===== src/source/hdc_types_pkg.sv =====
package hdc_types_pkg;

    // encoding core
    // c_wait_drop waits for the arbiter to release ack
    typedef enum logic [1:0] {
        c_idle, c_req, c_wait_drop, c_done
    } core_state_t;

    // sample batch handshake
    typedef enum logic [1:0] {
        b_idle, b_run, b_store, b_ack
    } batch_state_t;

    // finish handshake and sign streaming
    typedef enum logic [1:0] {
        s_idle, s_stream, s_clear, s_ack
    } bundle_state_t;

endpackage


===== src/source/hdc_cfg_pkg.sv =====
package hdc_cfg_pkg;

    // hypervector size
    localparam int hv_dim = 64;

    // encoding lanes sharing the item memory
    localparam int num_cores = 4;
    localparam int lane_w = $clog2(num_cores);

    // symbol index and item memory depth
    localparam int sym_w = 4;
    localparam int num_items = 2 ** sym_w;

    // rotation amount, enough for hv_dim - 1
    localparam int shift_w = 6;

    // signed vote counter, saturating
    localparam int cnt_w = 8;
    localparam int cnt_max = 2 ** (cnt_w - 1) - 1;
    localparam int cnt_min = -(2 ** (cnt_w - 1));

    // output stream words
    localparam int stream_w = 32;
    localparam int num_words = hv_dim / stream_w;
    localparam int word_w = (num_words > 1) ? $clog2(num_words) : 1;

endpackage

===== src/source/hv_batch_ctrl.sv =====
`timescale 1ns/1ps

module hv_batch_ctrl import hdc_cfg_pkg::*, hdc_types_pkg::*; (
    input  logic                 clk,
    input  logic                 rst_n,
    input  logic                 sample_req,
    output logic                 sample_ack,
    input  logic [num_cores-1:0] sample_mask,
    output logic [num_cores-1:0] start,
    input  logic [num_cores-1:0] done,
    output logic [num_cores-1:0] store,
    input  logic                 bundle_busy
);

    batch_state_t state;
    logic all_done;

    // every enabled lane has its result
    assign all_done = ((done & sample_mask) == sample_mask);

    always_ff @(posedge clk or negedge rst_n) begin
        if (!rst_n) begin
            state <= b_idle;
            start <= '0;
            store <= '0;
            sample_ack <= 1'b0;
        end else begin
            // start and store are single-cycle pulses
            start <= '0;
            store <= '0;
            case (state)
                b_idle: begin
                    if (sample_req && !bundle_busy) begin
                        if (sample_mask == '0) begin
                            // nothing to encode, ack at once
                            sample_ack <= 1'b1;
                            state <= b_ack;
                        end else begin
                            start <= sample_mask;
                            state <= b_run;
                        end
                    end
                end
                b_run: begin
                    // done is stale while start is high
                    // bundler must be idle before votes go in
                    if (start == '0 && all_done && !bundle_busy) begin
                        store <= sample_mask;
                        state <= b_store;
                    end
                end
                b_store: begin
                    sample_ack <= 1'b1;
                    state <= b_ack;
                end
                b_ack: begin
                    if (!sample_req) begin
                        sample_ack <= 1'b0;
                        state <= b_idle;
                    end
                end
                default: state <= b_idle;
            endcase
        end
    end

endmodule


===== config.mk =====
export PLATFORM = sky130hd
export DESIGN_NAME = hv_batch_ctrl
export DESIGN_NICKNAME = d
export VERILOG_FILES = /design/src/source/hdc_types_pkg.sv /design/src/source/hdc_cfg_pkg.sv /design/src/source/hv_batch_ctrl.sv
export SDC_FILE = /design/constraint.sdc
export NUM_CORES = 1
export LEC_CHECK = 0
export BUFFER_PORTS_ARGS = -buffer_cell sky130_fd_sc_hd__clkbuf_2
export CAP_MARGIN = 15
export CORE_AREA = 2 2 39 41
export CTS_CLUSTER_DIAMETER = 30
export DETAILED_ROUTE_END_ITERATION = 10
export DIE_AREA = 0 0 41 43
export PLACE_DENSITY_LB_ADDON = 0.3
export SLEW_MARGIN = 20
export SYNTH_ARGS = -nofsm -noshare
export SYNTH_HDL_FRONTEND = slang
export SYNTH_SLANG_ARGS = --single-unit

===== constraint.sdc =====
create_clock -name clk -period 1.6 [get_ports clk]
set_clock_uncertainty 0.05 [all_clocks]
set_input_delay 0.08 -clock clk [delete_from_list [all_inputs] [get_ports clk]]
set_output_delay 0.08 -clock clk [all_outputs]
set_load 0.005 [all_outputs]

Yosys cells after proc, flatten, opt, wreduce, memory -nomap -nowiden. Cells that the tools add are included. Widths: inputs -> output; s select.

Bits of input ports: 12. Register bits: 11. Logic and storage cells: 37. Output and inout port bits: 9.

Reduce and logical (&&, ||, !) cells: 10. Bitwise logic cells: 1. Multiplexer cells: 14. Equality and inequality tests: 8.

Operator list (number): $mux 4 (5); $logic_not 4->1 (2); $mux 2 (4); $ne 2x2->1 const B (4); $pmux 2 s4 (1); $and 4x4->4 (1); $eq 2x2->1 const B (2); $eq 4x4->1 (1); $reduce_and 4->1 (1); $logic_and 1x1->1 (3); $mux 1 (3); $pmux 1 s3 (1); $reduce_and 3->1 (1); $reduce_bool 3->1 (1); $eq 2x1->1 const B (1); $logic_not 2->1 (1); $logic_not 1->1 (1).

Logic depth before layout (Yosys ltp).
Depth in word-level cells: 6. Gate-level depth with buffers: 7. Mapped depth without buffers: 7.

Least setup slack after synthesis. OpenSTA, ideal clock, no wires.

Kind: register to register. From: register state[0]. To: register state[0]. Path buffers: 0. Required time: 1.424 ns. Setup time: 0.126 ns. Slack: 0.271 ns. Arrival time: 1.153 ns. Cell stages (with the launch flop): 8. Cells stage by stage: dfrtp_1 > inv_1 > ha_1 > inv_1 > nor2_1 > a21oi_1 > o21ai_2 > mux2i_1.

Word-level cells in the longest chain between the ends: 3.

Ends and longest elaborated chain: start: declaration (RTL line hv_batch_ctrl.sv:15) `batch_state_t state;`; start signal: assignment (RTL line hv_batch_ctrl.sv:23) `state <= b_idle;`; start signal: assignment (RTL line hv_batch_ctrl.sv:37) `state <= b_ack;`; start signal: assignment (RTL line hv_batch_ctrl.sv:40) `state <= b_run;`; $eq 2x1->1, or another cell as far along (RTL line hv_batch_ctrl.sv:31) `case (state)`; $ne 2x2->1 (no line); $reduce_and 3->1 (no line).

Several ways; a longest one is shown, not always the timed one. A chain may end at the register's enable or synchronous reset.

Worst setup path in the final report.
From: register state[1]. To: register state[1].

The elaborated chain is that of the path after synthesis.

==> impl_results.md <==
- Worst-case setup slack after placement: ~150 ps
- Vias in the first global route: about 430
- Largest net degree at the start of global routing: 12
- Number of I/O port buffers: 20
- Number of top-level pins: 21
- DRC marker count from the first detailed-route iteration: 18
- Static leakage: between 0.4 and 0.5 nW
- Net count of the mapped netlist: 67
- Minimum clock period after layout: ~1400 ps
- Number of hold violations in the final report: 0
- HPWL reported at the end of detailed placement: between 800 and 900 um
- Critical setup path kind: register to register
- Max-slew violation count: 0
- First-pass GRT wire length: approximately 1700 um
- Cells after synthesis: 50
- Mean Syn Cell Area: 10.8 um2
- Utilization after layout: approximately 50%
- # fillers: between 100 and 150
- Largest area contributor in the netlist: sky130_fd_sc_hd__dfrtp_1
- Post-route setup slack: about 170 ps
- Most frequent standard cell in the layout excluding fill and tap cells: sky130_fd_sc_hd__clkbuf_2
- Type of the tightest min-delay check: primary input to register
- Clock tree from TritonCTS: yes
- Initial antenna violation count: 0
- Top post-synthesis cells by area: sky130_fd_sc_hd__dfrtp_1 51%, sky130_fd_sc_hd__ha_1 12%, sky130_fd_sc_hd__and3_1 9.3%
- First-pass iteration count of the detailed router: 4
- Met2 wire length: between 500 and 600 um
- Most used cells in the layout excluding fill and tap cells: 20 x sky130_fd_sc_hd__clkbuf_2, 11 x sky130_fd_sc_hd__dfrtp_1, 9 x sky130_fd_sc_hd__inv_1, 8 x sky130_fd_sc_hd__and3_1
- Cell at the root of the clock tree: sky130_fd_sc_hd__clkbuf_4
- Arrival time of the worst setup path: between 1500 and 2000 ps
- Period utilisation layout: between 80 and 90%
- Routed length per instance: ~12 um
- Status: finished clean
- Height of the die: around 43 um
- Worst-case register-to-register setup slack: approximately 170 ps
- Detailed route wirelength on metal3: ~65 um
- Headroom to the max-slew limit: 76.9%
- Total wire length: about 1100 um
- Maximum clock path buffer count: 2
- Slew at the pin with the worst max-slew slack: between 300 and 400 ps
- F_max: 697 MHz
- Post-DRT Antenna Nets: 0
- CP Data Required Time: 1750 ps
- Standard-cell rows: 14
- Fraction of the yosys area taken by sequential cells: between 50% and 60%
- Proportion of layout cells with a drive suffix above 1: around a third
- Total CTS buffers: 3
- Synth top area share: 51.2%
- Clock Sinks: 11
- Grt ovf: 0
- Power density over cell area: 1400 mW/mm2
- Final-report setup violation count: 0
- Via count normalized by instance count: 4.91
- Clock-pin slew on the worst setup and hold paths: about 70 ps
- Maximum ir drop on the vdd rail: ~0.65 mV
- Initial core utilization: 38.9%
- Global router's overall resource usage: between 10% and 20%
- Final nets: between 90 and 100
- Synthesis warning total: 0
- Total DRC errors in the routed layout: 0
- Crit-path max FO: 6
- Htree depth: 1
- Cell area after synthesis: between 500 and 600 um2
- Placer congestion estimate: ~0.77
- Setup repair after global routing missed its margin: false
- Diode count: 0
- Core area: 0.00138 mm2
- Routed length on met1: around 460 um
- Max-cap violations: 0
- Uppermost routed layer: met4
- Setup TNS: 0 ps
- Distinct cell type count after synthesis: 14
- Number of buffers inserted by post-CTS setup repair: 0
- Clock network latency to the later pin of the worst-skew pair: about 270 ps
- Count of vias placed by the detailed router: between 400 and 500
- Register bit total from synthesis: 11
- Horiz. Die Dim: just over 40 um
- Die outline area: ~0.0018 mm2
- Category of the worst setup path launch point: register
- Nature of the critical path endpoint: register
- Area growth from synthesis to layout: 29.5%
[where the power goes]
part	internal [mW]	switching, mW	leakage (nW)
clock	0.0966	0.0934	0.0150
sequential	0.334	0.0416	0.146
combinational	0.191	0.220	0.261
total	0.622	0.355	0.423
[layer usage]
layer | global-route usage [%] | vias to the layer above
met3 | 4.71 | 2
met2 | 21.9 | 23
met4 | 6.00 | 0
li1 | - | 221
met1 | 20.1 | 201
met5 | 0 | -
[worst max-delay path, cell delays in order, from the launching register on]
cell and delay [ps]:
sky130_fd_sc_hd__dfrtp_1 410, sky130_fd_sc_hd__inv_1 130, sky130_fd_sc_hd__ha_2 250, sky130_fd_sc_hd__inv_1 60
sky130_fd_sc_hd__nor2_1 100, sky130_fd_sc_hd__a21oi_1 60, sky130_fd_sc_hd__o21ai_2 100, sky130_fd_sc_hd__mux2i_1 190
[metrics by stage]
stage | cell area, um2 | total power [mW] | cells | hold WS [ps]
floorplan | 538 | 0.660 | 50 | -266
global placement | 658 | 0.764 | 86 | -79.0
detailed placement | 658 | 0.784 | 86 | -80.8
CTS | 694 | 0.978 | 91 | 35.0
global route | 697 | 1.06 | 91 | 40.9
finish | 697 | 0.977 | 91 | 38.3
[sequential cells by signal (all words and copies together) (netlist names)]
register,flops
start,4
sample_ack,1
state,2
store,4
[cells in the mapped netlist (all sizes together)]
library cell / number
a21oi: 4
a222oi: 1
and2b: 1
and3: 9
dfrtp: 11
ha: 5
inv: 9
mux2i: 3
nand2b: 1
nor2: 2
nor4: 2
o21ai: 1
o22ai: 1
[path summary, 6_finish.rpt]
check,cells after the start,startpoint,end
worst max-delay path,7,state[1]$_DFFE_PN0P_,state[1]$_DFFE_PN0P_
worst min-delay path,2,sample_mask[0],store[0]$_DFF_PN0_
worst max register to register,7,state[1]$_DFFE_PN0P_,state[1]$_DFFE_PN0P_
worst min register to register,2,sample_ack$_DFFE_PN0P_,sample_ack$_DFFE_PN0P_
max in group asynchronous,2,rst_n,state[1]$_DFFE_PN0P_
min in group asynchronous,2,rst_n,start[3]$_DFF_PN0_
[cell families after synthesis]
kind of cell | Yosys count | share of synthesized area (%)
and+or+nand+nor | 15 | 17.0
AOI/OAI and AO/OA | 7 | 8.37
muxes | 3 | 5.58
buffers and inverters | 9 | 6.28
DFF | 11 | 51.2
adders and majority gates | 5 | 11.6
[layout make-up]
class | instances | area, um2 | share of cell area (%)
tap | 16 | 20.0 | 2.87
sequential | 11 | 275 | 39.5
inverter | 9 | 33.8 | 4.85
multi-input combinational | 30 | 231 | 33.2
timing repair buffer | 21 | 110 | 15.8
clock buffer | 4 | 26.3 | 3.77
[what timing repair did]
| item | 4_1_cts | 5_1_grt |
|---|---|---|
| endpoints found under the setup margin | 0 | 2 |
| resized for setup | 0 | 1 |
| hold buffers | 1 | 0 |
| endpoints found under the hold margin | 11 | 0 |
Power figures use the tool's default switching activity.
