File: config.mk
export PLATFORM = sky130hd
export DESIGN_NAME = hv_encode_core_flat
export DESIGN_NICKNAME = d
export VERILOG_FILES = /design/src/source/hdc_types_pkg.sv /design/src/source/hdc_cfg_pkg.sv /design/src/source/mem_bus_if.sv /design/src/source/hv_encode_core.sv /design/src/flat_wrapper.sv
export SDC_FILE = /design/constraint.sdc
export NUM_CORES = 1
export LEC_CHECK = 0
export ABC_AREA = 0
export BUFFER_PORTS_ARGS = -buffer_cell sky130_fd_sc_hd__buf_2
export CAP_MARGIN = 20
export CELL_PAD_IN_SITES_DETAIL_PLACEMENT = 1
export CELL_PAD_IN_SITES_GLOBAL_PLACEMENT = 1
export CORE_ASPECT_RATIO = 0.8
export CORE_MARGIN = 10
export CORE_UTILIZATION = 46
export CTS_CLUSTER_SIZE = 8
export DETAILED_ROUTE_END_ITERATION = 10
export PLACE_DENSITY_LB_ADDON = 0.1
export SKIP_LAST_GASP = 1
export SLEW_MARGIN = 25
export SYNTH_ARGS = -nofsm -noshare
export SYNTH_HDL_FRONTEND = slang
export SYNTH_SLANG_ARGS = --single-unit
File: constraint.sdc
create_clock -name clk -period 4.1 [get_ports clk]
set_input_delay 0.41 -clock clk [delete_from_list [all_inputs] [get_ports clk]]
set_output_delay 0.41 -clock clk [all_outputs]
set_load 0.02 [all_outputs]
File: src/source/hdc_types_pkg.sv
package hdc_types_pkg;

    // encoding core
    // c_wait_drop waits for the arbiter to release ack
    typedef enum logic [1:0] {
        c_idle, c_req, c_wait_drop, c_done
    } core_state_t;

    // sample batch handshake
    typedef enum logic [1:0] {
        b_idle, b_run, b_store, b_ack
    } batch_state_t;

    // finish handshake and sign streaming
    typedef enum logic [1:0] {
        s_idle, s_stream, s_clear, s_ack
    } bundle_state_t;

endpackage

File: src/source/hdc_cfg_pkg.sv
package hdc_cfg_pkg;

    // hypervector size
    localparam int hv_dim = 64;

    // encoding lanes sharing the item memory
    localparam int num_cores = 4;
    localparam int lane_w = $clog2(num_cores);

    // symbol index and item memory depth
    localparam int sym_w = 4;
    localparam int num_items = 2 ** sym_w;

    // rotation amount, enough for hv_dim - 1
    localparam int shift_w = 6;

    // signed vote counter, saturating
    localparam int cnt_w = 8;
    localparam int cnt_max = 2 ** (cnt_w - 1) - 1;
    localparam int cnt_min = -(2 ** (cnt_w - 1));

    // output stream words
    localparam int stream_w = 32;
    localparam int num_words = hv_dim / stream_w;
    localparam int word_w = (num_words > 1) ? $clog2(num_words) : 1;

endpackage
File: src/source/mem_bus_if.sv
`timescale 1ns/1ps

interface mem_bus_if import hdc_cfg_pkg::*; ();

    // four-phase read request from one lane
    logic req;
    logic ack;
    logic [sym_w-1:0] addr;
    // item hypervector, valid while ack is high
    logic [hv_dim-1:0] rdata;

    // core side
    modport requester (
        output req,
        output addr,
        input  ack,
        input  rdata
    );

    // arbiter side
    modport server (
        input  req,
        input  addr,
        output ack,
        output rdata
    );

endinterface

File: src/source/hv_encode_core.sv
`timescale 1ns/1ps

module hv_encode_core import hdc_cfg_pkg::*, hdc_types_pkg::*; (
    input  logic               clk,
    input  logic               rst_n,
    input  logic               start,
    input  logic [sym_w-1:0]   symbol,
    input  logic [shift_w-1:0] shift,
    mem_bus_if.requester       mem,
    output logic [hv_dim-1:0]  result,
    output logic               done
);

    core_state_t state;
    logic [sym_w-1:0] symbol_q;
    logic [shift_w-1:0] shift_q;
    logic accept;
    logic [2*hv_dim-1:0] rotated;

    // start only counts when not mid-fetch
    assign accept = start && (state == c_idle || state == c_done);

    assign mem.req = (state == c_req);
    assign mem.addr = symbol_q;
    assign done = (state == c_done);

    // rotate left by shift_q, low half of the doubled word
    // shift of zero returns rdata as is
    assign rotated = {mem.rdata, mem.rdata} >> (hv_dim - int'(shift_q));

    always_ff @(posedge clk or negedge rst_n) begin
        if (!rst_n) begin
            state <= c_idle;
        end else begin
            case (state)
                c_idle, c_done: begin
                    if (accept) begin
                        state <= c_req;
                    end
                end
                c_req: begin
                    if (mem.ack) begin
                        state <= c_wait_drop;
                    end
                end
                // hold off until the arbiter drops ack
                c_wait_drop: begin
                    if (!mem.ack) begin
                        state <= c_done;
                    end
                end
                default: state <= c_idle;
            endcase
        end
    end

    // symbol, shift and bound result
    always_ff @(posedge clk) begin
        if (accept) begin
            symbol_q <= symbol;
            shift_q <= shift;
        end
        if (state == c_req && mem.ack) begin
            result <= rotated[hv_dim-1:0];
        end
    end

    a_req_held: assert property (@(posedge clk) disable iff (!rst_n)
        mem.req && !mem.ack |=> mem.req);

endmodule

File: src/flat_wrapper.sv
// flat-port wrapper written by rule: the top's interface ports become plain ports
module hv_encode_core_flat import hdc_cfg_pkg::*, hdc_types_pkg::*;
  (clk, rst_n, start, symbol, shift, result, done, mem_req, mem_addr, mem_ack, mem_rdata);
  mem_bus_if mem_i ();
  input  logic clk;
  input  logic rst_n;
  input  logic start;
  input  logic [sym_w-1:0] symbol;
  input  logic [shift_w-1:0] shift;
  output logic [hv_dim-1:0] result;
  output logic done;
  output wire logic [$bits(mem_i.req)-1:0] mem_req;
  output wire logic [$bits(mem_i.addr)-1:0] mem_addr;
  input wire logic [$bits(mem_i.ack)-1:0] mem_ack;
  input wire logic [$bits(mem_i.rdata)-1:0] mem_rdata;
  assign mem_req = mem_i.req;
  assign mem_addr = mem_i.addr;
  assign mem_i.ack = mem_ack;
  assign mem_i.rdata = mem_rdata;
  hv_encode_core u_core (.clk(clk), .rst_n(rst_n), .start(start), .symbol(symbol), .shift(shift), .mem(mem_i), .result(result), .done(done));
endmodule
Yosys cells after proc, flatten, opt, wreduce, memory -nomap -nowiden. Cells that the tools add are included.

Flip-flop bits (word level): 76. Input bits: 78. Output and inout bits: 70. Word-level logic and storage cells: 22.

Add/sub/neg operators: 1. Equality and inequality tests: 6. Shift operators: 1. Mux-type cells: 4. Reduce and logical (&&, ||, !) cells: 6.

Operator list (count): >> shifter 128 x 32 -> 64 bit (1); subtractor 7 x 6 -> 8 bit, first input constant (1); 2-to-1 mux 2 bit (3); case mux 2 bit (3 select lines) (1); == test 2 bit, second input constant (2); != test 2 x 1 -> 1 bit, second input constant (2); AND reduction 3 bit (1); == test 2 x 1 -> 1 bit, second input constant (1); logical AND 1 bit (2); zero test 2 bit (1); != test 2 bit, second input constant (1); OR reduction 2 bit (1); logical OR 1 bit (1).

Logic depth before layout (Yosys ltp).
Depth in word-level cells: 5. Mapped depth: 14. Gate-level depth less buffers: 8.

Worst setup path after synthesis. Ideal clock, no wire load.

Path kind: reg2reg. From: register u_core.shift_q[0]. To: register u_core.result[9], data pin. Library setup time: 0.261 ns. Data arrival time: 3.080 ns. Required time: 3.839 ns. Path slack: 0.759 ns. Stages on the path, launching flop included: 13. Path buffers: 6. Period minus slack after synthesis: 3.341 ns. Cell sequence: edfxtp_1 buf_6 buf_12 buf_6 inv_2 ha_1 buf_2 buf_2 clkbuf_1 mux4_2 mux2_2 a221o_1 a221o_1.

Word-level cells in the longest chain between the ends: 2.

Ends and longest elaborated chain: start: declaration (RTL line hv_encode_core.sv:16) `logic [shift_w-1:0] shift_q;`; start signal: assignment (RTL line hv_encode_core.sv:61) `shift_q <= shift;`; subtractor 7 x 6 -> 8 bit (RTL line hv_encode_core.sv:29) `assign rotated = {mem.rdata, mem.rdata} >> (hv_dim - int'(shift_q));`; >> shifter 128 x 32 -> 64 bit (RTL line hv_encode_core.sv:29); named net u_core.rotated[9] (RTL line hv_encode_core.sv:18) `logic [2*hv_dim-1:0] rotated;`; end signal: assignment (RTL line hv_encode_core.sv:64) `result <= rotated[hv_dim-1:0];`; end: declaration (RTL line hv_encode_core.sv:10) `output logic [hv_dim-1:0] result,`.

The timed path passes the listed nets, and every way through them passes these cells. A chain may end at the register's enable or synchronous reset.

Worst setup path in the final report.
From: register u_core.shift_q[0]. To: register u_core.result[61], data pin.

Same word-level chain as after synthesis.

==> reports/results.ini <==
[sta]
timing_max_transition_violations_final=0
fin_setup_tns_ps=0
timing_hold_violations_final=0
final-setup-viol-count=0
max_freq_ghz=0.274
final_min_period_over_clock_period_pct=89.0
rsz0062_at_grt=no
timing.slew.headroom_pct=25.3
final.setup_skew_ps=9.54
tightest_pin_transition_ps=1120
final_period_minus_worst_setup_slack_ps=3650

[cells_and_area]
final_cells=1276
multi_input_gate_area_in_the_final_layout_sq_mm=0.00665
fin_nets=1091
layout.filler_cells=2244
drive_gt1_share_pct=38.3
final_cell_mix=147 x sky130_fd_sc_hd__buf_2, 118 x sky130_fd_sc_hd__mux2i_1, 87 x sky130_fd_sc_hd__mux4_2
area_delta_synth_final_pct=14.7
antenna-diode-count=0
seqCellArea_sq_mm=0.00227
layout_commonest_cell=sky130_fd_sc_hd__buf_2

[worst_hold_path]
hold_path_depth=1
min_path_type=primary input to flip-flop

[drt]
vias=9093
detail_route.drc_violations=0
route.antenna.remaining_nets=0
drt_pre_antenna_iters=5
average_vias_per_placed_instance=7.13
detail_route.iter0.violations=1150
totalWireLength_um=41000
drt-wirelength-per-cell_um=32.1

[setup_path]
worst_ep_arrival_time_ps=3720
worstRegToRegCells=9
setup.worst_path.start_class=flip-flop
cp.required_ps=4180
crit_type=flip-flop to flip-flop
cp_max_fo=43
crit_path_end_kind=flip-flop

[clock_tree]
post_cts_resize_count=0
worst_skew_pair.late_latency_ps=350
clk_pin_slew_ps=60
root_buffer=sky130_fd_sc_hd__clkbuf_16
cts_inserted_buffers=9
cts_buffer_depth=2
ctsHtreeMaxLevel=3
cts_tree=done
number_of_buffers_added_for_setup_after_cts=0
cts_sinks=76

[pwr]
worst_vdd_rail_ir_drop_mv=0.472
static_power_due_to_leakage_nw=4.24
power.density_mw_per_mm2=995

[die]
number_of_placement_rows=46
floorplan.initialDensity_pct=47.1
design.die.area_sq_mm=0.0266
die_width_um=180
num_io_pins=148
core_area_sq_mm=0.0200
die_h_um=148

[placed_design]
dp_cells=1260
gp_congestion=1.01
hpwlAfterDp_um=31500
io_buffers=147

[logic_synthesis]
synth_sequential_area_ratio_pct=24.1
synth_seq_cells=76
mappedNetlistArea_sq_mm=0.00942
synthesis.yosys.warnings=0
flip_flop_cell_with_the_highest_count_after_synthesis=sky130_fd_sc_hd__edfxtp_1
synth.net_count=972
synth.distinct_cells=76
synth-edff-count=74
post_synth_inst_count=889
avgSynthCellArea_sq_um=10.6
async_flop_share_pct=2.63

[grt]
grt_first_pass_wirelength_um=61500
antenna_found_initial=0
grt_overflow_total=0
number_of_global_route_vias_before_repair=9283
maximum_number_of_pins_on_one_net_before_global_route_repair=89
gr-usage-all-layers_pct=30.0

[flow_run]
max-cap-violations=0

[status]
run_status=complete, no violations

## cells by family after synthesis
group                    count (synthesis)  synth area share (%)
flip-flops                              76                  24.1
multiplexers                           277                  42.0
AND/OR/NAND/NOR                        211                  10.7
AO/OA/AOI/OAI                          212                  15.8
buffers and inverters                  103                  5.99
XOR/XNOR                                 5                 0.704
adder cells (fa/ha/maj)                  5                 0.664
## path summary, 6_finish.rpt
| kind | startpoint | to | slack, ps |
|---|---|---|---|
| max in group asynchronous | rst_n | u_core.state[0] | 3650 |
| worst max-delay path | u_core.shift_q[0] | u_core.result[61] | 450 |
| worst min register to register | u_core.state[0] | u_core.state[0] | 590 |
| min in group asynchronous | rst_n | u_core.state[1] | 360 |
| worst max register to register | u_core.shift_q[0] | u_core.result[61] | 450 |
| worst min-delay path | shift[0] | u_core.shift_q[0] | 230 |
## layout make-up
| type | instances | share of cell area [%] |
|---|---|---|
| multi-input cells | 710 | 61.5 |
| flip-flops and latches | 76 | 21.0 |
| repair buffers | 191 | 10.6 |
| well taps | 264 | 3.06 |
| clock buffers | 9 | 2.08 |
| clock inverters | 6 | 1.04 |
| inverters | 20 | 0.695 |
## per-stage QoR
stage               setup slack [ps]  utilization (%)  power [mW]  instance area, sq um  hold WS [ps]
floorplan                        759                -        7.11                  9420           114
global route                     238             54.1        11.2                 10800           224
CTS                              479             54.1        10.5                 10800           225
detailed placement               523             52.4        9.54                 10500           197
finish                           452             54.1        10.7                 10800           233
global placement                 583             52.4        9.49                 10500           202
## synthesized netlist by cell type (5+ instances only)
master	instances	area, sq um
sky130_fd_sc_hd__o211ai_1	20	150
sky130_fd_sc_hd__mux2i_1	118	1180
sky130_fd_sc_hd__a21oi_1	18	90.1
sky130_fd_sc_hd__buf_6	6	67.6
sky130_fd_sc_hd__nor2_1	44	165
sky130_fd_sc_hd__o31ai_1	5	37.5
sky130_fd_sc_hd__o21ai_0	45	225
sky130_fd_sc_hd__nand2_1	86	323
sky130_fd_sc_hd__o22ai_1	25	156
sky130_fd_sc_hd__inv_1	19	71.3
sky130_fd_sc_hd__o22a_1	5	43.8
sky130_fd_sc_hd__ha_1	5	62.6
sky130_fd_sc_hd__mux4_2	87	1960
sky130_fd_sc_hd__o221ai_1	14	123
sky130_fd_sc_hd__buf_2	39	195
sky130_fd_sc_hd__clkbuf_1	17	63.8
sky130_fd_sc_hd__nand3_1	25	125
sky130_fd_sc_hd__nand4_1	5	31.3
sky130_fd_sc_hd__edfxtp_1	74	2220
sky130_fd_sc_hd__nor3_1	20	100
sky130_fd_sc_hd__a22oi_1	23	173
sky130_fd_sc_hd__mux2_2	72	811
sky130_fd_sc_hd__buf_4	18	135
sky130_fd_sc_hd__a211oi_1	7	52.6
sky130_fd_sc_hd__a21o_1	6	45.0
## routing by layer
metal | wire length, um | vias up | part of all wire (%) | GRT usage [%]
met5 | 0 | - | 0 | 0
met4 | 1550 | 0 | 3.8 | 12.0
met3 | 3970 | 93 | 9.7 | 7.00
met2 | 19400 | 557 | 47 | 48.5
met1 | 16100 | 4619 | 39 | 37.9
li1 | - | 3824 | - | -
## critical path, stage by stage, from the launching register on
cell and delay [ps]:
sky130_fd_sc_hd__edfxtp_1 600, sky130_fd_sc_hd__inv_2 100, sky130_fd_sc_hd__ha_4 550, sky130_fd_sc_hd__buf_12 310, sky130_fd_sc_hd__mux2_2 370, sky130_fd_sc_hd__mux2i_1 520, sky130_fd_sc_hd__mux4_2 480, sky130_fd_sc_hd__nor2_1 50
sky130_fd_sc_hd__o21ai_0 220, sky130_fd_sc_hd__o311ai_1 140
## power by group
part           total [mW]  internal [mW]  switching [mW]
sequential           1.45           1.33           0.122
clock               0.942          0.594           0.348
combinational        8.35           3.26            5.09
total                10.7           5.18            5.56
## registers in the layout (all words and copies together), names as in the netlist
signal / cells
u_core.shift_q: 6
u_core.result: 64
u_core.mem.addr: 4
u_core.state: 2
## repair_timing
item / 4_1_cts / 5_1_grt
hold buffers: 1 / 0
endpoints found under the setup margin: 0 / 0
hold endpoints to repair: 2 / 0
(Power assumes the default switching activity.)
