[config.mk]
export PLATFORM = sky130hd
export DESIGN_NAME = item_memory
export DESIGN_NICKNAME = d
export VERILOG_FILES = /design/src/source/hdc_cfg_pkg.sv /design/src/source/item_memory.sv
export SDC_FILE = /design/constraint.sdc
export NUM_CORES = 1
export LEC_CHECK = 0
export BUFFER_PORTS_ARGS = -buffer_cell sky130_fd_sc_hd__buf_2
export CORE_MARGIN = 2
export CORE_UTILIZATION = 35
export DETAILED_ROUTE_END_ITERATION = 6
export HOLD_SLACK_MARGIN = 0.08
export SYNTH_ARGS = -nofsm -noshare
export SYNTH_HDL_FRONTEND = slang
export SYNTH_SLANG_ARGS = --single-unit
[constraint.sdc]
create_clock -name clk -period 8.1 [get_ports clk]
set_input_delay 1.215 -clock clk [delete_from_list [all_inputs] [get_ports clk]]
set_output_delay 1.215 -clock clk [all_outputs]
set_load 0.005 [all_outputs]
[src/source/hdc_cfg_pkg.sv]
package hdc_cfg_pkg;

    // hypervector size
    localparam int hv_dim = 64;

    // encoding lanes sharing the item memory
    localparam int num_cores = 4;
    localparam int lane_w = $clog2(num_cores);

    // symbol index and item memory depth
    localparam int sym_w = 4;
    localparam int num_items = 2 ** sym_w;

    // rotation amount, enough for hv_dim - 1
    localparam int shift_w = 6;

    // signed vote counter, saturating
    localparam int cnt_w = 8;
    localparam int cnt_max = 2 ** (cnt_w - 1) - 1;
    localparam int cnt_min = -(2 ** (cnt_w - 1));

    // output stream words
    localparam int stream_w = 32;
    localparam int num_words = hv_dim / stream_w;
    localparam int word_w = (num_words > 1) ? $clog2(num_words) : 1;

endpackage
[src/source/item_memory.sv]
`timescale 1ns/1ps

module item_memory import hdc_cfg_pkg::*; (
    input  logic              clk,
    input  logic              load_en,
    input  logic [sym_w-1:0]  load_addr,
    input  logic [hv_dim-1:0] load_data,
    input  logic              rd_en,
    input  logic [sym_w-1:0]  rd_addr,
    output logic [hv_dim-1:0] rd_data
);

    // one base hypervector per symbol
    logic [hv_dim-1:0] items [num_items];

    // host load port, one entry per cycle
    always_ff @(posedge clk) begin
        if (load_en) begin
            items[load_addr] <= load_data;
        end
    end

    // registered read, data one cycle after rd_en
    // rd_data holds between reads
    always_ff @(posedge clk) begin
        if (rd_en) begin
            rd_data <= items[rd_addr];
        end
    end

endmodule

Word-level counts from Yosys, hierarchy flattened
Memories as Yosys holds them, arrays and structs flattened. A register that Yosys moved wholly into a read port is not among the register bits.
Index checks and enable logic that the tools add are counted.
{"block": "word_totals", "register_bits": 0, "memories": 1, "in_bits": 75, "elab_cells": 3, "ram_bits": 1024, "output_inout_bits": 64}
{"memory": "items", "depth": 16, "width": 64, "read_ports": 1, "rd_clocked_by_memory_dff": 1, "write_ports": 1, "line": "item_memory.sv:14", "source": "logic [hv_dim-1:0] items [num_items];"}
{"block": "classes", "n_mux": 2}
{"operator": "1-bit 2-to-1 mux", "n": 2}

Depth between registers and ports, before layout
Gate-level depths: netlist (run 1).
{"block": "depth", "word_depth": 2, "depth_mapped": 6, "mapped_depth_nobuf": 3}

Least setup slack after synthesis (run 1)
Ideal clock, no wire load.
{"block": "synth_timing", "kind": "input to register", "from": "in load_addr[2]", "to": "mem items[0][0] (enable)", "t_arrival_ns": 6.078, "path_stages": 2, "t_required_ns": 7.535, "setup_slack_ns": 1.456, "n_path_buf": 0, "setup_time_ns": 0.565, "path_cell_list": "or3b_2 > nor3_1"}
{"element": "from (decl)", "line": "item_memory.sv:6", "source": "input logic [sym_w-1:0] load_addr,"}
{"element": "to (decl)", "line": "item_memory.sv:14"}
Straight into the memory's write port.

Worst setup path after layout (run 1)
{"block": "layout_timing", "from": "in load_addr[2]", "to": "mem items[9][7] (enable)"}
Straight into the memory's write port.

==> summary.md, run 1 <==
| Metric | Value |
|---|---|
| Worst Setup End Kind | `flip-flop` |
| Core area | `114,000 µm²` |
| DRC viols | `0` |
| P per Cell Area | `253 nW/µm²` |
| Pre-Repair DR Iteration Count | `5` |
| HPWL after DPL | `47,400 µm` |
| Vias in the first global route | `19,101` |
| Total gr overflow | `0` |
| Mapped Area | `40,200 µm²` |
| Seq/Total Area, Yosys | `81.2%` |
| Multi-input logic area | `7230 µm²` |
| Number of port buffers | `about 140` |
| # fillers | `10,005` |
| Initial antenna violation count | `22` |
| Starting density of the core | `35.2%` |
| Worst hold path class | `reg -> reg` |
| CTS root buffer | `clkbuf_16` |
| Reg2reg path depth | `3` |
| Leak | `~15 nW` |
| Initial DRC count | `2,075` |
| I/O Pins | `139` |
| Syn_area_per_cell | `24.4 µm²` |
| Clock transition at path regs | `0.06 ns` |
| Final setup TNS | `0 ns` |
| Synth Instances | `1,647` |
| DR WL/cell | `27.2 µm` |
| Clock skew | `0.0194 ns` |
| Crit path DAT | `3.61 ns` |
| Clk buf depth | `3` |
| Final Max Slew Viols | `0` |
| Die Wd | `about 340 µm` |
| Flop-to-flop setup slack | `6.53 ns` |
| Least-Margin Pin Slew | `between 1 and 1.5 ns` |
| Crit path max fanout | `28` |
| Final nets | `1,923` |
| Slew Limit Headroom | `between 20% and 30%` |
| Crit path from | `load_addr[2]` |
| Maximum Capacitance Violations | `0` |
| Minimum clock period | `roughly 3.3 ns` |
| RSZ-0062 raised after global routing | `false` |
| Gr usage total | `15.9%` |
| Register area | `32,700 µm²` |
| Die ar. | `118,000 µm²` |
| Clock latency on the worst-skew pair | `0.68 ns` |
| First-pass GRT wire length | `135,000 µm` |
| Worst setup path endpoint | `items[9][7]$_DFFE_PP_` |
| TritonCTS Sinks | `approximately 1,100` |
| Share of layout cells above drive strength 1 | `31.3%` |
| Vias | `~18,000` |
| GPL Wtd Cong | `between 0.6 and 0.7` |
| CTS tree | `built` |
| Row Count | `between 100 and 150` |
| Chip Height | `343 µm` |
| Final ANT Viol Nets | `0` |
| Placed Instances | `3,252` |
| Largest net degree at the start of global routing | `105` |
| Critical path type | `in -> reg` |
| Final hold vios | `0` |
| Post-Route WL | `94,100 µm` |
| Required @ worst endpoint | `~8.4 ns` |
| Cts hold-fix bufs | `0` |
| Postcts setup bufs | `0` |
| Startpoint types | `input pin` |
| Final setup vio count | `0` |
| Maximum VDD drop | `0.000172 V` |
| Post-CTS sizing | `0` |
| Yosys Warn Count | `0` |
| Total CTS buffers | `106` |
| F_max | `0.302 GHz` |
| Area delta synth->final | `14.8%` |
| Post-Syn Nets | `1,722` |
| Yosys cell types | `17` |
| Post-DR vias/cell | `approximately 5.3` |
| Fin cells | `3,452` |
| Status | `finished, final reports clean` |
| Reg2Reg Capture Point | `rd_data[21]$_DFFE_PP_` |
| Flops & latches, synth | `1,088` |
| CTS HTree Levels | `3` |
| Critical R2R Launch | `items[10][21]$_DFFE_PP_` |
| Crit share post-route | `40.8%` |
## critical path, stage by stage
cell and delay [ns]:
buf_2 0.11, nand3b_1 0.37, nor2_4 0.85, buf_4 0.49, buf_4 0.54
## final cells by class
class,count,share of cell area (%)
diodes,3,0.0163
repair buffers,177,2.20
clock buffers,128,5.92
clock inverters,69,1.37
well taps,1512,4.10
flip-flops and latches,1088,70.7
multi-input cells,475,15.7
## cell families (layout without fill, tap and decap cells)
family | Yosys count | in the layout | share of synthesized area (%)
AOI/OAI and AO/OA | 128 | 128 | 2.39
buffers and inverters | 84 | 374 | 1.12
DFF | 1088 | 1088 | 81.2
muxes | 256 | 256 | 14.3
other | 0 | 3 | 0
and+or+nand+nor | 91 | 91 | 0.927
## state kept, by name (all words and copies together), names as in the netlist
name     count
items     1024
rd_data     64
## layout by cell type, fill, tap and decap left out
cell / Yosys / final
a22oi_1: 128 / 128
and2_4: 0 / 1
buf_12: 0 / 1
buf_2: 13 / 135
buf_4: 6 / 39
buf_8: 0 / 2
bufinv_16: 0 / 9
clkbuf_1: 36 / 22
clkbuf_16: 0 / 106
clkinv_1: 0 / 22
clkinv_2: 0 / 28
clkinv_8: 0 / 3
clkinvlp_4: 0 / 3
diode_2: 0 / 3
edfxtp_1: 1088 / 1088
inv_16: 0 / 3
inv_6: 0 / 1
mux4_2: 256 / 256
nand2_1: 65 / 65
nand2b_1: 2 / 2
nand3_1: 1 / 1
nand3b_1: 2 / 2
nor2_4: 0 / 13
nor2b_4: 0 / 2
nor3_2: 0 / 4
or3b_2: 1 / 1
## per-layer routing
| metal | vias up | GRT usage, % | routed length (µm) |
|---|---|---|---|
| met4 | 28 | 3.91 | 1690 |
| met5 | - | 0 | 164 |
| li1 | 7523 | - | - |
| met1 | 9889 | 21.7 | 39100 |
| met2 | 647 | 25.8 | 45700 |
| met3 | 144 | 3.92 | 7460 |
## Yosys cell counts
library cell	number	share of area [%]
nand3b_1	2	0.037
buf_6	13	0.36
or3b_2	1	0.022
nand3_1	1	0.012
buf_4	6	0.11
edfxtp_1	1088	81
nand2b_1	2	0.031
buf_1	16	0.15
nor2_1	13	0.12
nand2_1	65	0.61
buf_2	13	0.16
nor2b_1	2	0.031
a22oi_1	128	2.4
clkbuf_1	36	0.34
nor3_1	4	0.050
and2_1	1	0.016
mux4_2	256	14
## power by group
| group | total, W | switching, W | internal (W) | leakage [nW] |
|---|---|---|---|---|
| combinational | 0.000531 | 0.000322 | 0.000209 | 2.97 |
| clock | 0.00477 | 0.00207 | 0.00270 | 1.66 |
| sequential | 0.00639 | 0.0000421 | 0.00634 | 9.89 |
## through the flow
step | util (%) | cell area, µm² | worst slack, ns | power, W | hold slack, ns
after global placement | 37.5 | 42800 | 4.10 | 0.00703 | 0.731
after detailed placement | 37.5 | 42800 | 4.07 | 0.00705 | 0.737
after global routing | 40.4 | 46200 | 4.58 | 0.0121 | 0.767
after CTS | 40.4 | 46200 | 4.79 | 0.0118 | 0.749
after floorplan | - | 40200 | 1.46 | 0.00680 | 0.710
final | 40.5 | 46200 | 4.79 | 0.0117 | 0.745
## how the worst min path moves through the flow
stage	to	cells past startpoint	start	slack (ns)
6_report	rd_data[62]$_DFFE_PP_	3	items[14][62]$_DFFE_PP_	0.75
5_1_grt	rd_data[61]$_DFFE_PP_	3	items[15][61]$_DFFE_PP_	0.77
4_1_cts	rd_data[62]$_DFFE_PP_	3	items[14][62]$_DFFE_PP_	0.75
3_5_place_dp	rd_data[62]$_DFFE_PP_	3	items[14][62]$_DFFE_PP_	0.74
3_3_place_gp	rd_data[60]$_DFFE_PP_	3	items[14][60]$_DFFE_PP_	0.73
2_1_floorplan	rd_data[0]$_DFFE_PP_	3	items[14][0]$_DFFE_PP_	0.71
Power figures use the tool's default switching activity.
==> inputs of run 2 (changes only) <==
==> constraint.sdc (replaced) <==
create_clock -name clk -period 2.9 [get_ports clk]
set_input_delay 0.435 -clock clk [delete_from_list [all_inputs] [get_ports clk]]
set_output_delay 0.435 -clock clk [all_outputs]
set_load 0.005 [all_outputs]
==> run 2 against run 1 <==
Compared with the run above: core utilization grew 1.1 points; worst setup slack lost 3.7 ns; clock skew up 0.0032 ns; global-route usage increased by 0.18 points; critical path depth fell by 4; power rose to 2.8 times the previous value; via count grew 1.2%; worst hold slack worse by 0.62 ns; clock-buffer cell count unchanged; sequential power rose to 2.8 times the previous value; flip-flop and latch count did not move.
==> summary.md, run 2 (same netlist as run 1, synthesis figures left out) <==
| Metric | Value |
|---|---|
| Area delta synth->final | `17.9%` |
| Commonest non-fill, non-tap cells in the layout | `edfxtp_1 (1,088), mux4_2 (256), buf_2 (135)` |
| Flop pwr share | `54.2% (-0.4 points)` |
| Gr usage total | `16.1% (+0.18 points)` |
| Crit path max fanout | `1 (-96%)` |
| Logic gate share of total power | `4.8% (+0.3 points)` |
| Vias | `18,445 (+1.2%)` |
| Crit path max-delay family | `flip-flops` |
| Row Count | `124 (unchanged)` |
| TritonCTS Sinks | `1,088 (unchanged)` |
| Crit share post-route | `62.5%` |
| Final setup vio count | `0 (unchanged)` |
| Initial antenna violation count | `26 (+18%)` |
| Smallest hold slack | `0.123 ns (-0.622 ns)` |
| Number of port buffers | `138 (unchanged)` |
| Die Wd | `343 µm (unchanged)` |
| Pint | `0.0260 W (+180%)` |
| Crit path DAT | `1.38 ns (-2.23 ns)` |
| Die ar. | `118,000 µm² (unchanged)` |
| CTS root buffer | `clkbuf_16` |
| Clock latency on the worst-skew pair | `0.69 ns (about the same)` |
| Reg2Reg Capture Point | `rd_data[6]$_DFFE_PP_` |
| DR WL/cell | `26.9 µm (-1.3%)` |
| Pre-Repair DR Iteration Count | `5 (unchanged)` |
| Total CTS buffers | `109 (+2.8%)` |
| Largest net degree at the start of global routing | `65 (-38%)` |
| Slew Limit Headroom | `45.6% (+17 points)` |
| Reg2reg path depth | `3 (unchanged)` |
| F_max | `0.552 GHz` |
| Hold path depth | `1 (-2)` |
| Maximum VDD drop | `0.000475 V (+180%)` |
| Hold path start | `load_data[34]` |
| HPWL after DPL | `51,200 µm (+8.0%)` |
| Total gr overflow | `0 (unchanged)` |
| Share of layout cells above drive strength 1 | `33.2% (+1.9 points)` |
| Status | `finished, final reports clean` |
| CP peak stage delay | `0.50 ns (-0.35 ns)` |
| Clock skew | `0.0226 ns (+0.00315 ns)` |
| Final nets | `1,979 (+2.9%)` |
| Final ANT Viol Nets | `0 (unchanged)` |
| Worst hold path class | `in -> reg` |
| Leak | `15.0 nW (+3.5%)` |
| GPL Wtd Cong | `0.710 (+2.9%)` |
| Slowest CP cell | `edfxtp_1` |
| P per Cell Area | `693 nW/µm² (+170%)` |
| Crit path cell chain | `buf_2` |
| Max reg flops | `1,024 (unchanged)` |
| I/O Pins | `139 (unchanged)` |
| Required @ worst endpoint | `2.47 ns (-5.93 ns)` |
| Critical path type | `reg -> out` |
| Tot Pwr | `0.0329 W (+180%)` |
| Post-DR vias/cell | `5.27 (-0.27%)` |
| Cts hold-fix bufs | `0 (unchanged)` |
| Crit path from | `rd_data[1]$_DFFE_PP_` |
| Top flop regs | `items x1024, rd_data x64` |
| Net Sw Frac | `20.8% (about the same)` |
| Placed Instances | `3,305 (+1.6%)` |
| Postcts setup bufs | `0 (unchanged)` |
| Startpoint types | `flip-flop` |
| Biggest register | `items` |
| CTS HTree Levels | `3 (unchanged)` |
| Commonest non-fill, non-tap cell in the layout | `edfxtp_1` |
| Hold Path Sink | `items[13][34]$_DFFE_PP_` |
| Fin cells | `3,502 (+1.4%)` |
| Clock transition at path regs | `0.06 ns (about the same)` |
| Final hold vios | `0 (unchanged)` |
| Crit path buffers/inverters | `1 (-2)` |
| Chip Height | `343 µm (unchanged)` |
| Least-Margin Pin Slew | `0.814 ns (-0.255 ns)` |
| Final Max Slew Viols | `0 (unchanged)` |
| Flop-to-flop setup slack | `1.36 ns (-5.17 ns)` |
| Clk buf depth | `3 (unchanged)` |
| Worst Setup End Kind | `primary output` |
| Post-CTS sizing | `0 (unchanged)` |
| Initial DRC count | `1,757 (-15%)` |
| First-pass GRT wire length | `137,000 µm (+1.5%)` |
| Post-Route WL | `94,100 µm (about the same)` |
| Minimum clock period | `1.81 ns` |
| Critical R2R Launch | `items[2][6]$_DFFE_PP_` |
| Starting density of the core | `35.2% (unchanged)` |
| CTS tree | `built` |
| Vias in the first global route | `19,781 (+3.6%)` |
| RSZ-0062 raised after global routing | `false` |
| Maximum Capacitance Violations | `0 (unchanged)` |
| Core area | `114,000 µm² (unchanged)` |
| Power share of the clock group | `40.9% (about the same)` |
| DRC viols | `0 (unchanged)` |
| Switch Pwr | `0.00683 W (+180%)` |
[run 2: cell count changes in the layout (fill, tap and decap cells not counted), moves of 2 or more]
| cell | before | now |
|---|---|---|
| clkinvlp_4 | 3 | 1 |
| buf_4 | 39 | 31 |
| clkinv_2 | 28 | 25 |
| clkinv_4 | 0 | 2 |
| clkbuf_16 | 106 | 110 |
| nor3_4 | 0 | 4 |
| nor3_2 | 4 | 0 |
| clkbuf_1 | 22 | 18 |
| buf_12 | 1 | 62 |
| clkinv_1 | 22 | 24 |
[run 2: stage by stage]
| stage | area [µm²] | worst slack (ns) | util [%] | TNS (ns) |
|---|---|---|---|---|
| 3_5_place_dp | 44000 | 0.535 | 38.5 | 0 |
| 6_report | 47400 | 1.09 | 41.5 | 0 |
| 5_1_grt | 47400 | 1.00 | 41.5 | 0 |
| 4_1_cts | 47400 | 1.02 | 41.5 | 0 |
| 3_3_place_gp | 44000 | 0.525 | 38.5 | 0 |
| 2_1_floorplan | 40300 | -0.951 | - | -642.04 |
[run 2: area by class of cell]
class | instances | area (µm²)
flip-flops and latches | 1088 | 32700
clock inverters | 67 | 587
diodes | 2 | 5.00
well taps | 1512 | 1890
clock buffers | 128 | 2820
repair buffers | 230 | 2180
multi-input cells | 475 | 7260
fillers | 9858 | 66800
[run 2: how the worst max path moves through the flow]
stage	slack, ns	cells after the start	end
4_1_cts	1.02	1	rd_data[38]
3_3_place_gp	0.52	6	rd_data[30]$_DFFE_PP_
6_report	1.09	1	rd_data[1]
5_1_grt	1.00	1	rd_data[38]
3_5_place_dp	0.54	4	items[0][55]$_DFFE_PP_
2_1_floorplan	-0.95	2	items[10][0]$_DFFE_PP_
[run 2: power by group through the flow]
stage / Clock [W] / Combinational (W) / Sequential, W
after floorplan: 0 / 0.000841 / 0.0181
after global placement: 0 / 0.00158 / 0.0182
after detailed placement: 0 / 0.00162 / 0.0182
after CTS: 0.0137 / 0.00163 / 0.0178
after global routing: 0.0143 / 0.00172 / 0.0179
final: 0.0135 / 0.00159 / 0.0178
[run 2: per-layer routing]
| layer | vias up | GRT usage [%] | part of all wire (%) |
|---|---|---|---|
| li1 | 7643 | - | - |
| met1 | 10040 | 22.1 | 42 |
| met2 | 586 | 26.3 | 49 |
| met3 | 148 | 3.47 | 6.8 |
| met4 | 28 | 3.94 | 1.7 |
| met5 | - | 0 | 0.18 |
[run 2: worst register-to-register path: cells and delay by family (launching register included)]
| family | cells | cell delay (ns) |
|---|---|---|
| mux | 1 | 0.46 |
| compound gates | 1 | 0.25 |
| flops | 1 | 0.38 |
| simple gates | 1 | 0.16 |
==> inputs of run 3 (changes only) <==
==> constraint.sdc (replaced) <==
create_clock -name clk -period 1.8 [get_ports clk]
set_input_delay 0.27 -clock clk [delete_from_list [all_inputs] [get_ports clk]]
set_output_delay 0.27 -clock clk [all_outputs]
set_load 0.005 [all_outputs]
==> run 3 against run 2 <==
Compared with the run above: sequential share of layout area shrank 2.7 points; cell count grew 4.3%; flip-flop and latch count is the same; critical path depth is the same; design area grew 4.0%; non-clock buffer count grew 148; clock power grew 67%; combinational power grew 85%; critical path type unchanged; largest power group unchanged.
==> summary.md, run 3 (same netlist as run 1, synthesis figures left out) <==
| Metric | Value |
|---|---|
| Slowest CP cell | `edfxtp_1` |
| Crit share post-route | `91.5%` |
| Chip Height | `343 µm (unchanged)` |
| Max reg flops | `1,024 (unchanged)` |
| DR WL/cell | `26.6 µm (-1.0%)` |
| Tot Pwr | `0.0543 W (+65%)` |
| WL met2 | `48,400 µm (+4.9%)` |
| Final hold vios | `0 (unchanged)` |
| Post-Route WL | `97,200 µm (+3.2%)` |
| CTS root buffer | `clkbuf_16` |
| Crit path max-delay family | `flip-flops` |
| Crit path from | `rd_data[14]$_DFFE_PP_` |
| RSZ-0062 raised after global routing | `false` |
| Top Metal Used | `met5` |
| Clock latency on the worst-skew pair | `0.67 ns (-0.02 ns)` |
| Worst Setup End Kind | `primary output` |
| Share of layout cells above drive strength 1 | `35.2% (+2.0 points)` |
| Clk buf depth | `3 (unchanged)` |
| Startpoint types | `flip-flop` |
| Crit path cell chain | `buf_2` |
| Maximum VDD drop | `0.000727 V (+53%)` |
| WL met3 | `5850 µm (-8.2%)` |
| Reg2reg path depth | `3 (unchanged)` |
| Commonest non-fill, non-tap cell in the layout | `edfxtp_1` |
| F_max | `slightly above 0.6 GHz` |
| Largest net degree at the start of global routing | `43 (-34%)` |
| Area delta synth->final | `22.7%` |
| Post-DR vias/cell | `5.25 (-0.40%)` |
| Status | `finished, final reports clean` |
| Initial antenna violation count | `12 (-54%)` |
| Commonest non-fill, non-tap cells in the layout | `edfxtp_1 (1,088), mux4_2 (256), buf_2 (135)` |
| Final Max Slew Viols | `0 (unchanged)` |
| Pre-Repair DR Iteration Count | `5 (unchanged)` |
| Row Count | `124 (unchanged)` |
| Total CTS buffers | `107 (-1.8%)` |
| GPL Wtd Cong | `0.747 (+5.2%)` |
| Least-Margin Pin Slew | `0.466 ns (-0.347 ns)` |
| Final nets | `2,125 (+7.4%)` |
| CTS HTree Levels | `3 (unchanged)` |
| Die Wd | `343 µm (unchanged)` |
| Slew Limit Headroom | `68.9% (+23 points)` |
| Clock transition at path regs | `0.06 ns (about the same)` |
| Placed Instances | `3,388 (+2.5%)` |
| Clock skew | `0.0177 ns (-0.00491 ns)` |
| Worst hold path class | `in -> reg` |
| Critical path depth | `1 (unchanged)` |
| Number of port buffers | `138 (unchanged)` |
| Final setup vio count | `0 (unchanged)` |
| Critical R2R Launch | `items[7][62]$_DFFE_PP_` |
| Reg2Reg Capture Point | `rd_data[62]$_DFFE_PP_` |
| Initial DRC count | `1,940 (+10%)` |
| P per Cell Area | `1100 nW/µm² (+59%)` |
| Leak | `15.9 nW (+5.8%)` |
| Vias in the first global route | `20,215 (+2.2%)` |
| I/O Pins | `139 (unchanged)` |
| Total gr overflow | `0 (unchanged)` |
| Crit path buffers/inverters | `1 (unchanged)` |
| Smallest hold slack | `0.224 ns (+0.101 ns)` |
| Fin cells | `3,651 (+4.3%)` |
| Biggest register | `items` |
| Util after Layout | `43.2% (+1.7 points)` |
| WL met1 | `40,900 µm (+2.5%)` |
| HPWL after DPL | `55,900 µm (+9.3%)` |
| TritonCTS Sinks | `1,088 (unchanged)` |
| Minimum clock period | `1.65 ns` |
| Crit path max fanout | `1 (unchanged)` |
| Die ar. | `118,000 µm² (unchanged)` |
| Required @ worst endpoint | `1.53 ns (-0.94 ns)` |
| Vias | `19,153 (+3.8%)` |
| Top flop regs | `items x1024, rd_data x64` |
| DRC viols | `0 (unchanged)` |
| Gr usage total | `16.5% (+0.40 points)` |
| Critical path type | `reg -> out` |
| Core area | `114,000 µm² (unchanged)` |
| Starting density of the core | `35.2% (unchanged)` |
| First-pass GRT wire length | `140,000 µm (+2.5%)` |
| Maximum Capacitance Violations | `0 (unchanged)` |
| Crit path DAT | `1.38 ns (about the same)` |
| Final ANT Viol Nets | `0 (unchanged)` |
| Flop-to-flop setup slack | `0.23 ns (-1.13 ns)` |
| CP peak stage delay | `0.51 ns (about the same)` |
| CTS tree | `built` |
| Worst setup path endpoint | `rd_data[14]` |
[run 3: cell count changes in the layout (fill, tap and decap cells not counted), moves of 2 or more]
| cell | previous run | this run |
|---|---|---|
| buf_12 | 62 | 98 |
| buf_4 | 31 | 78 |
| bufinv_16 | 8 | 15 |
| clkbuf_1 | 18 | 16 |
| clkinv_1 | 24 | 22 |
| clkinv_2 | 25 | 19 |
| clkinvlp_4 | 1 | 8 |
| dlygate4sd3_1 | 0 | 65 |
| nand2b_1 | 2 | 0 |
| nand2b_4 | 0 | 2 |
[run 3: what timing repair did]
item,4_1_cts,5_1_grt
buffers inserted,0,0
hold endpoints to repair,1028,0
gates resized for setup,0,0
hold buffers,65,0
[run 3: metrics by stage]
| stage | setup TNS, ns | worst slack [ns] | cell area (µm²) |
|---|---|---|---|
| floorplan | -600.76 | -0.938 | 40400 |
| global placement | -10.93 | -0.283 | 45100 |
| detailed placement | -13.34 | -0.263 | 45100 |
| CTS | 0 | 0.118 | 49300 |
| global route | 0 | 0.0926 | 49300 |
| finish | 0 | 0.153 | 49300 |
[run 3: worst register-to-register path, cell delays in order (launching register included)]
cell      delay, ns
edfxtp_1       0.40
mux4_2         0.51
a22oi_1        0.16
nand2_1        0.19
[run 3: how the worst min path moves through the flow]
stage                       start                endpoint  slack [ns]  cells past startpoint
floorplan            load_data[0]   items[0][0]$_DFFE_PP_        0.37                      0
global placement     load_data[1]   items[0][1]$_DFFE_PP_        0.62                      1
detailed placement  load_data[48]  items[0][48]$_DFFE_PP_        0.66                      1
CTS                    rd_addr[1]   rd_data[59]$_DFFE_PP_        0.20                      4
global route           rd_addr[1]   rd_data[59]$_DFFE_PP_        0.20                      4
finish                 rd_addr[1]   rd_data[59]$_DFFE_PP_        0.22                      4
[run 3: area by class of cell]
class / count / area [µm²]
fillers: 9731 / 64900
flip-flops and latches: 1088 / 32700
multi-input cells: 475 / 7290
repair buffers: 378 / 3900
clock buffers: 125 / 2790
well taps: 1512 / 1890
clock inverters: 72 / 785
diodes: 1 / 2.50
[run 3: per-layer routing]
metal  up-vias  track usage (%)
li1       7949                -
met1     10386             22.6
met2       653             27.5
met3       151             2.70
met4        14             4.54
met5         -                0
[run 3: where the power goes]
| group | internal, W | total [W] | switching [W] |
|---|---|---|---|
| logic | 0.00134 | 0.00294 | 0.00160 |
| clock network | 0.0132 | 0.0226 | 0.00938 |
| registers | 0.0285 | 0.0287 | 0.000180 |
